## src/shift_pkg.sv

```systemverilog
package shift_pkg;

  localparam int WORD_WIDTH      = 32;
  localparam int HWORD_WIDTH     = 16;
  localparam int XLEN            = 32;
  localparam int SHAMT_WIDTH     = 5;
  localparam int ROB_DEPTH_WIDTH = 3;
  // bit 0 picks the destination half of a narrowing op
  localparam int UOP_INDEX_WIDTH = 3;

  typedef enum logic [5:0] {
    vsll    = 6'b100101,
    vsrl    = 6'b101000,
    vsra    = 6'b101001,
    vssrl   = 6'b101010,
    vssra   = 6'b101011,
    vnsrl   = 6'b101100,
    vnsra   = 6'b101101,
    vnclipu = 6'b101110,
    vnclip  = 6'b101111
  } funct6_e;

  typedef enum logic [2:0] {
    opivv = 3'b000,
    opivi = 3'b011,
    opivx = 3'b100
  } funct3_e;

  // fixed-point rounding modes
  typedef enum logic [1:0] {
    rnu = 2'd0,
    rne = 2'd1,
    rdn = 2'd2,
    rod = 2'd3
  } vxrm_e;

  // srl and sra also set unsigned or signed handling in the lane
  typedef enum logic [1:0] {
    shift_sll = 2'd0,
    shift_srl = 2'd1,
    shift_sra = 2'd2
  } shift_e;

endpackage

```

## src/shift_decode.sv

```systemverilog
`timescale 1ns/10ps

module shift_decode
  import shift_pkg::*;
#(
  parameter int VLEN = 128
) (
  input  logic                                              clk,
  input  logic                                              rst_n,
  input  logic                                              uop_valid,
  input  funct6_e                                           uop_funct6,
  input  funct3_e                                           uop_funct3,
  input  vxrm_e                                             vxrm,
  input  logic [VLEN-1:0]                                   vs1_data,
  input  logic [VLEN-1:0]                                   vs2_data,
  input  logic [XLEN-1:0]                                   rs1_data,
  input  logic [UOP_INDEX_WIDTH-1:0]                        uop_index,
  input  logic [ROB_DEPTH_WIDTH-1:0]                        rob_entry,
  output logic                                              stage_valid,
  output logic [ROB_DEPTH_WIDTH-1:0]                        stage_rob_entry,
  output logic [VLEN/WORD_WIDTH-1:0][WORD_WIDTH-1:0]        lane_operand,
  output logic [VLEN/WORD_WIDTH-1:0][SHAMT_WIDTH-1:0]       lane_shamt,
  output shift_e                                            shift_kind,
  output logic                                              round_en,
  output logic                                              clip_en,
  output vxrm_e                                             stage_vxrm,
  output logic                                              narrow,
  output logic                                              upper_half
);

  localparam int LANES = VLEN / WORD_WIDTH;

  logic                               fn_known;
  logic                               fmt_known;
  logic                               accept;
  shift_e                             kind_d;
  logic                               round_d;
  logic                               clip_d;
  logic                               narrow_d;
  logic [LANES-1:0][SHAMT_WIDTH-1:0]  shamt_d;

  always_comb begin
    fn_known = 1'b1;
    kind_d   = shift_sll;
    round_d  = 1'b0;
    clip_d   = 1'b0;
    narrow_d = 1'b0;
    case (uop_funct6)
      vsll:  kind_d = shift_sll;
      vsrl:  kind_d = shift_srl;
      vsra:  kind_d = shift_sra;
      vssrl: begin
        kind_d  = shift_srl;
        round_d = 1'b1;
      end
      vssra: begin
        kind_d  = shift_sra;
        round_d = 1'b1;
      end
      vnsrl: begin
        kind_d   = shift_srl;
        narrow_d = 1'b1;
      end
      vnsra: begin
        kind_d   = shift_sra;
        narrow_d = 1'b1;
      end
      vnclipu: begin
        kind_d   = shift_srl;
        round_d  = 1'b1;
        clip_d   = 1'b1;
        narrow_d = 1'b1;
      end
      vnclip: begin
        kind_d   = shift_sra;
        round_d  = 1'b1;
        clip_d   = 1'b1;
        narrow_d = 1'b1;
      end
      default: fn_known = 1'b0;
    endcase
  end

  assign fmt_known = (uop_funct3 == opivv) || (uop_funct3 == opivi) || (uop_funct3 == opivx);
  assign accept    = uop_valid && fn_known && fmt_known;

  // narrowing vv ops read halfword i of the half that matches the destination
  always_comb begin
    for (int i = 0; i < LANES; i++) begin
      if (uop_funct3 != opivv) begin
        shamt_d[i] = rs1_data[SHAMT_WIDTH-1:0];
      end else if (narrow_d) begin
        shamt_d[i] = vs1_data[(uop_index[0] ? VLEN/2 : 0) + i*HWORD_WIDTH +: SHAMT_WIDTH];
      end else begin
        shamt_d[i] = vs1_data[i*WORD_WIDTH +: SHAMT_WIDTH];
      end
    end
  end

  always_ff @(posedge clk or negedge rst_n) begin
    if (!rst_n) begin
      stage_valid <= 1'b0;
    end else begin
      stage_valid <= accept;
    end
  end

  always_ff @(posedge clk) begin
    if (accept) begin
      stage_rob_entry <= rob_entry;
      lane_operand    <= vs2_data;
      lane_shamt      <= shamt_d;
      shift_kind      <= kind_d;
      round_en        <= round_d;
      clip_en         <= clip_d;
      stage_vxrm      <= vxrm;
      narrow          <= narrow_d;
      upper_half      <= uop_index[0];
    end
  end

endmodule

```

## src/shift_lane.sv

```systemverilog
`timescale 1ns/10ps

module shift_lane
  import shift_pkg::*;
(
  input  logic [WORD_WIDTH-1:0]  operand,
  input  logic [SHAMT_WIDTH-1:0] shamt,
  input  shift_e                 shift_kind,
  input  logic                   round_en,
  input  logic                   clip_en,
  input  vxrm_e                  vxrm,
  output logic [WORD_WIDTH-1:0]  lane_result,
  output logic                   sat
);

  logic                          is_sra;
  logic signed [2*WORD_WIDTH:0]  ext_src;
  logic [2*WORD_WIDTH:0]         shifted;
  logic [WORD_WIDTH-1:0]         sll_result;
  logic [WORD_WIDTH-1:0]         product;
  logic [WORD_WIDTH-1:0]         round_bits;
  logic                          round_inc;
  logic [WORD_WIDTH:0]           rounded;
  logic                          over_hi;
  logic                          over_lo;
  logic [HWORD_WIDTH-1:0]        clipped;

  assign is_sra = (shift_kind == shift_sra);

  // operand sits above a zero word so the dropped bits land in the low half
  assign ext_src    = {is_sra & operand[WORD_WIDTH-1], operand, {WORD_WIDTH{1'b0}}};
  assign shifted    = ext_src >>> shamt;
  assign sll_result = operand << shamt;

  assign product    = shifted[2*WORD_WIDTH-1:WORD_WIDTH];
  assign round_bits = shifted[WORD_WIDTH-1:0];

  always_comb begin
    round_inc = 1'b0;
    if (round_en) begin
      case (vxrm)
        rnu: round_inc = round_bits[WORD_WIDTH-1];
        rne: begin
          round_inc = round_bits[WORD_WIDTH-1] &
                      ((|round_bits[WORD_WIDTH-2:0]) | product[0]);
        end
        rdn: round_inc = 1'b0;
        rod: round_inc = ~product[0] & (|round_bits);
        default: round_inc = 1'b0;
      endcase
    end
  end

  // one extra bit keeps the carry of the increment
  assign rounded = {is_sra & product[WORD_WIDTH-1], product} +
                   {{WORD_WIDTH{1'b0}}, round_inc};

  always_comb begin
    over_hi = 1'b0;
    over_lo = 1'b0;
    clipped = rounded[HWORD_WIDTH-1:0];
    if (is_sra) begin
      // in range only when bits 32 down to 15 all equal the sign
      if (!rounded[WORD_WIDTH] && (|rounded[WORD_WIDTH-1:HWORD_WIDTH-1])) begin
        over_hi = 1'b1;
      end
      if (rounded[WORD_WIDTH] && !(&rounded[WORD_WIDTH-1:HWORD_WIDTH-1])) begin
        over_lo = 1'b1;
      end
      if (over_hi) begin
        clipped = {1'b0, {(HWORD_WIDTH-1){1'b1}}};
      end else if (over_lo) begin
        clipped = {1'b1, {(HWORD_WIDTH-1){1'b0}}};
      end
    end else begin
      over_hi = |rounded[WORD_WIDTH:HWORD_WIDTH];
      if (over_hi) begin
        clipped = {HWORD_WIDTH{1'b1}};
      end
    end
  end

  // rounded equals product when rounding is off
  always_comb begin
    if (shift_kind == shift_sll) begin
      lane_result = sll_result;
    end else if (clip_en) begin
      lane_result = {{HWORD_WIDTH{1'b0}}, clipped};
    end else begin
      lane_result = rounded[WORD_WIDTH-1:0];
    end
  end

  assign sat = clip_en & (over_hi | over_lo);

endmodule

```

## src/shift_pack.sv

```systemverilog
`timescale 1ns/10ps

module shift_pack
  import shift_pkg::*;
#(
  parameter int VLEN = 128
) (
  input  logic                                        clk,
  input  logic                                        rst_n,
  input  logic                                        stage_valid,
  input  logic [ROB_DEPTH_WIDTH-1:0]                  stage_rob_entry,
  input  logic [VLEN/WORD_WIDTH-1:0][WORD_WIDTH-1:0]  lane_result,
  input  logic [VLEN/WORD_WIDTH-1:0]                  lane_sat,
  input  logic                                        narrow,
  input  logic                                        upper_half,
  output logic                                        result_valid,
  output logic [ROB_DEPTH_WIDTH-1:0]                  result_rob_entry,
  output logic [VLEN-1:0]                             result_data,
  output logic                                        result_vxsat
);

  localparam int LANES = VLEN / WORD_WIDTH;

  logic [VLEN-1:0] packed_data;
  logic            packed_sat;

  // narrow results fill one half, the other half stays zero
  always_comb begin
    packed_data = '0;
    for (int i = 0; i < LANES; i++) begin
      if (narrow) begin
        packed_data[(upper_half ? VLEN/2 : 0) + i*HWORD_WIDTH +: HWORD_WIDTH] =
          lane_result[i][HWORD_WIDTH-1:0];
      end else begin
        packed_data[i*WORD_WIDTH +: WORD_WIDTH] = lane_result[i];
      end
    end
  end

  assign packed_sat = |lane_sat;

  always_ff @(posedge clk or negedge rst_n) begin
    if (!rst_n) begin
      result_valid <= 1'b0;
      result_vxsat <= 1'b0;
    end else begin
      result_valid <= stage_valid;
      result_vxsat <= stage_valid & packed_sat;
    end
  end

  always_ff @(posedge clk) begin
    if (stage_valid) begin
      result_rob_entry <= stage_rob_entry;
      result_data      <= packed_data;
    end
  end

endmodule

```

## src/shift_unit.sv

```systemverilog
`timescale 1ns/10ps

module shift_unit
  import shift_pkg::*;
#(
  parameter int VLEN = 128
) (
  input  logic                        clk,
  input  logic                        rst_n,
  input  logic                        uop_valid,
  input  funct6_e                     uop_funct6,
  input  funct3_e                     uop_funct3,
  input  vxrm_e                       vxrm,
  input  logic [VLEN-1:0]             vs1_data,
  input  logic [VLEN-1:0]             vs2_data,
  input  logic [XLEN-1:0]             rs1_data,
  input  logic [UOP_INDEX_WIDTH-1:0]  uop_index,
  input  logic [ROB_DEPTH_WIDTH-1:0]  rob_entry,
  output logic                        result_valid,
  output logic [ROB_DEPTH_WIDTH-1:0]  result_rob_entry,
  output logic [VLEN-1:0]             result_data,
  output logic                        result_vxsat
);

  localparam int LANES = VLEN / WORD_WIDTH;

  logic                               stage_valid;
  logic [ROB_DEPTH_WIDTH-1:0]         stage_rob_entry;
  logic [LANES-1:0][WORD_WIDTH-1:0]   lane_operand;
  logic [LANES-1:0][SHAMT_WIDTH-1:0]  lane_shamt;
  shift_e                             shift_kind;
  logic                               round_en;
  logic                               clip_en;
  vxrm_e                              stage_vxrm;
  logic                               narrow;
  logic                               upper_half;
  logic [LANES-1:0][WORD_WIDTH-1:0]   lane_result;
  logic [LANES-1:0]                   lane_sat;

  shift_decode #(
    .VLEN (VLEN)
  ) u_decode (
    .clk             (clk),
    .rst_n           (rst_n),
    .uop_valid       (uop_valid),
    .uop_funct6      (uop_funct6),
    .uop_funct3      (uop_funct3),
    .vxrm            (vxrm),
    .vs1_data        (vs1_data),
    .vs2_data        (vs2_data),
    .rs1_data        (rs1_data),
    .uop_index       (uop_index),
    .rob_entry       (rob_entry),
    .stage_valid     (stage_valid),
    .stage_rob_entry (stage_rob_entry),
    .lane_operand    (lane_operand),
    .lane_shamt      (lane_shamt),
    .shift_kind      (shift_kind),
    .round_en        (round_en),
    .clip_en         (clip_en),
    .stage_vxrm      (stage_vxrm),
    .narrow          (narrow),
    .upper_half      (upper_half)
  );

  // one lane per 32-bit element
  for (genvar i = 0; i < LANES; i++) begin : g_lane
    shift_lane u_lane (
      .operand     (lane_operand[i]),
      .shamt       (lane_shamt[i]),
      .shift_kind  (shift_kind),
      .round_en    (round_en),
      .clip_en     (clip_en),
      .vxrm        (stage_vxrm),
      .lane_result (lane_result[i]),
      .sat         (lane_sat[i])
    );
  end

  shift_pack #(
    .VLEN (VLEN)
  ) u_pack (
    .clk              (clk),
    .rst_n            (rst_n),
    .stage_valid      (stage_valid),
    .stage_rob_entry  (stage_rob_entry),
    .lane_result      (lane_result),
    .lane_sat         (lane_sat),
    .narrow           (narrow),
    .upper_half       (upper_half),
    .result_valid     (result_valid),
    .result_rob_entry (result_rob_entry),
    .result_data      (result_data),
    .result_vxsat     (result_vxsat)
  );

endmodule

```

## config.mk

```make
export PLATFORM = sky130hd
export DESIGN_NAME = shift_unit
export DESIGN_NICKNAME = d
export VERILOG_FILES = /design/src/shift_pkg.sv /design/src/shift_decode.sv /design/src/shift_lane.sv /design/src/shift_pack.sv /design/src/shift_unit.sv
export SDC_FILE = /design/constraint.sdc
export NUM_CORES = 1
export LEC_CHECK = 0
export ABC_AREA = 1
export BUFFER_PORTS_ARGS = -buffer_cell sky130_fd_sc_hd__buf_2
export CAP_MARGIN = 20
export CELL_PAD_IN_SITES_DETAIL_PLACEMENT = 1
export CELL_PAD_IN_SITES_GLOBAL_PLACEMENT = 1
export CORE_UTILIZATION = 44
export CTS_CLUSTER_DIAMETER = 80
export DETAILED_ROUTE_END_ITERATION = 6
export GPL_TIMING_DRIVEN = 0
export PLACE_DENSITY = 0.95
export SLEW_MARGIN = 25
export SYNTH_ARGS = -nofsm -noshare
export SYNTH_HDL_FRONTEND = slang
export SYNTH_SLANG_ARGS = --single-unit
```

## constraint.sdc

```tcl
create_clock -name clk -period 12.41 [get_ports clk]
set_input_delay 2.482 -clock clk [delete_from_list [all_inputs] [get_ports clk]]
set_output_delay 2.482 -clock clk [all_outputs]
set_load 0.01 [all_outputs]
```

==> results.md <==
* RSZ-0062 raised after global routing: false
* Synth warnings at 0
* Largest family of logic cells by synthesized area: simple AND/OR/NAND/NOR gates
* Hpwl dp at about 140,000 µm
* Grt total ovfl at 0
* Largest net degree at the start of global routing at about 60
* Worst min-delay path category: register to register
* Overall Power at ~2.8 mW
* Post-synth EDFFs at 290
* Number of I/O pins at approximately 440
* Worst relative slew slack at around a quarter
* Startpoint type of the worst setup path: register
* Top cells by area, synth: edfxtp_1, nand2_1, nand3_1, o21ai_0, nor2_1
* Root Driver: clkbuf_16
* Crit path top cell by count: nand2_1
* Req. time, crit path at 12.72 ns
* Most used flip-flop cell after synthesis: edfxtp_1
* Num CTS Buffers at 38
* CTS tree: yes
* IO buf count at 323
* Hold Worst Slack at between 0.4 and 0.5 ns
* PD cells at between 70 and 80 nW/µm²
* Core ar. at 71,600 µm²
* Worst path slowest cell: xor2_2
* Inst Count DP at between 6,000 and 7,000
* Routed wire length per instance at between 20 and 30 µm
* Post-synthesis instance total at around 5,400
* Share of the synthesized area in the top cell type at 27.3%
* Post-synthesis register bit count at 293
* Sequential-to-total area share from yosys stat at 27.5%
* First-pass GRT wire length at roughly 260,000 µm
* Post-Syn Area per Cell at a little under 6 µm²
* Post-synth net total at between 5,000 and 6,000
* Starting Density at 44.6%
* Setup-failing EPs final at 0
* Grt met2 use at a little over 70%
* Fin Setup TNS at 0 ns
* NumNets Final at just over 6,000
* Die Area at about 74,000 µm²
* Status: finished clean
* Mean number of vias per cell at around 6.3
* Total leakage power at between 15 and 20 nW
* Final worst-path cycle share at approximately 55%
* Worst-path maximum fanout at 10
* Post-synth ARST share at under 10%
* Die Ht at 271 µm
* Fin. Hold Viols at 0
* Clk_lat worst skew at 0.60 ns
* Initial DRC Count at 5,632
* Dominant cell type by area after synthesis: edfxtp_1
* Peak VDD IR at 0.000107 V
* Clock buffer depth at 3
* DRT Wirelength at between 150,000 and 200,000 µm
* Clk_skew at 0.0249 ns
* CTS H-tree depth at 2
* Initial antenna violation count at 11
* Placed cell area at approximately 35,000 µm²
* Rows at 98
* Finished Layout Cells at slightly below 7,000
* GR Util met1 at 58.7%
* Place WS at 5.86 ns
* Clock tree sinks at between 200 and 300
* Reg clk slew, reported paths at 0.06 ns
* Data arrival time of the worst path at ~7.2 ns
* Die Span X at about 270 µm
* Xor/xnor share of the synthesized area at 1.53%
* Post-route DRC at 0
* Distinct cells, synth at 63
* Adder-cell share of the synthesized area at less than 1%
* Finished Cell Area at 36,200 µm²
* Worst Slack Setup Final at 5.53 ns
* Slew @ Worst Pin at 1.14 ns
* First-pass detailed-route iteration total at 6
* Crit path time final at between 6 and 7 ns
* Post-CTS Setup Inserts at 0
* Setup Crit Path Kind: register to register
* DRT antenna net count at 0
* Gr usage total at 46.6%
* Cts repair resizes at 0
* Final RePlAce weighted congestion at approximately 1.1
* Global route hottest layer: met2
* DR vias at about 42,000
* Number of max-cap violations at 0
* Max frequency at ~150 MHz
* Crit end category: register
* Post-CTS Hold Buffers at 0
* Slew Limit Fails at 0
* Synth Area in Compound Gates at 10.7%
* Share of cells above drive strength 1 at 9.90%
* CP max stage delay at 0.55 ns
* Vias in the first global route at between 40,000 and 50,000
* Mux share of post-synthesis cell area at under 10%
* Synth Cell Area at roughly 32,000 µm²
* Synth Area in Simple Gates at slightly below 50%
* Area grow syn2layout at 13.4%
* Met3 Use GR at just over 10%
* Post-layout util at about 50%
[worst max-delay path: cells and delay by family (launching register included)]
family	cells	cell delay, ns
flops	1	0.34
xor+xnor	1	0.55
buf+inv	6	1.67
simple gates	16	2.67
compound gates	5	0.86
fa+ha+maj	2	0.50
[cell usage after synthesis, drive strengths merged (2+ instances only)]
library cell	n
o41ai	3
a211oi	3
o221a	6
mux2i	80
nand3	1016
o21bai	3
a31oi	18
xnor2	11
nor2	458
edfxtp	290
o31ai	3
o22ai	12
o21ai	363
dfrtp	3
nand3b	11
nand4	63
buf	140
o2111ai	5
clkbuf	164
clkinv	4
o211ai	33
nor3	13
a21oi	103
and2	13
ha	8
o221ai	30
xor2	44
nand2	2113
o21a	7
inv	334
a21boi	3
or2	10
nor4	2
[report_power, final]
group	leakage [nW]	internal (mW)	switching (mW)	total, mW
clock network	0.639	0.696	0.498	1.19
registers	2.62	1.11	0.0201	1.13
logic	13.6	0.123	0.319	0.442
[sequential cells by signal (all words and copies together), names as in the netlist, 2 cells and up]
| signal | cells |
|---|---|
| u_decode.lane_operand | 128 |
| u_decode.stage_vxrm | 2 |
| u_decode.lane_shamt | 20 |
| u_decode.stage_rob_entry | 3 |
| u_pack.result_data | 128 |
| u_decode.shift_kind | 2 |
| u_pack.result_rob_entry | 3 |
[logic make-up (layout without fill, tap and decap cells)]
logic type      after synthesis  in the layout
other cells                   0              4
fa+ha+maj                     8              8
compound gates              601            601
simple gates               3701           3701
buf+inv                     642           1040
xor+xnor                     55             55
mux                          80             80
flops                       293            293
[final cells by class]
cell class | count | area (µm²)
fillers | 10300 | 35400
multi-input cells | 4445 | 20500
flip-flops and latches | 293 | 8790
repair buffers | 328 | 1750
plain buffers | 304 | 1340
inverters | 338 | 1270
well taps | 950 | 1190
clock buffers | 46 | 1050
clock inverters | 24 | 260
diodes | 4 | 10.0
[placed cells by master (no fill, tap or decap), types with 19 or more instances in the layout]
master / Yosys / layout
o211ai_1: 33 / 33
edfxtp_1: 290 / 290
inv_1: 317 / 317
buf_4: 22 / 22
a21oi_1: 99 / 99
clkbuf_16: 0 / 41
buf_1: 64 / 64
nor2_2: 18 / 19
o221ai_1: 30 / 30
clkbuf_1: 164 / 168
nand3_1: 996 / 996
o21ai_0: 352 / 352
mux2i_1: 80 / 80
buf_2: 46 / 369
nand2_1: 2098 / 2098
nor2_1: 432 / 431
xor2_1: 43 / 43
nand4_1: 63 / 63
[metal layers]
metal	vias up	routed length, µm
met5	-	299
met4	16	12500
met3	658	19600
met2	2754	76500
met1	20200	68300
li1	18700	-
[final timing paths]
check / from / endpoint / slack, ns / cells past startpoint
hold / removal: u_decode.stage_rob_entry[2] / u_pack.result_rob_entry[2] / 0.44 / 0
setup reg to reg: u_decode.lane_shamt[11] / u_pack.result_data[72] / 5.53 / 30
hold reg to reg: u_decode.stage_rob_entry[2] / u_pack.result_rob_entry[2] / 0.44 / 0
min in group asynchronous: rst_n / u_pack.result_vxsat / 1.68 / 1
max in group asynchronous: rst_n / u_decode.stage_valid / 10.58 / 1
setup / recovery: u_decode.lane_shamt[11] / u_pack.result_data[72] / 5.53 / 30
Note: power is estimated with default switching activity, not from simulation.
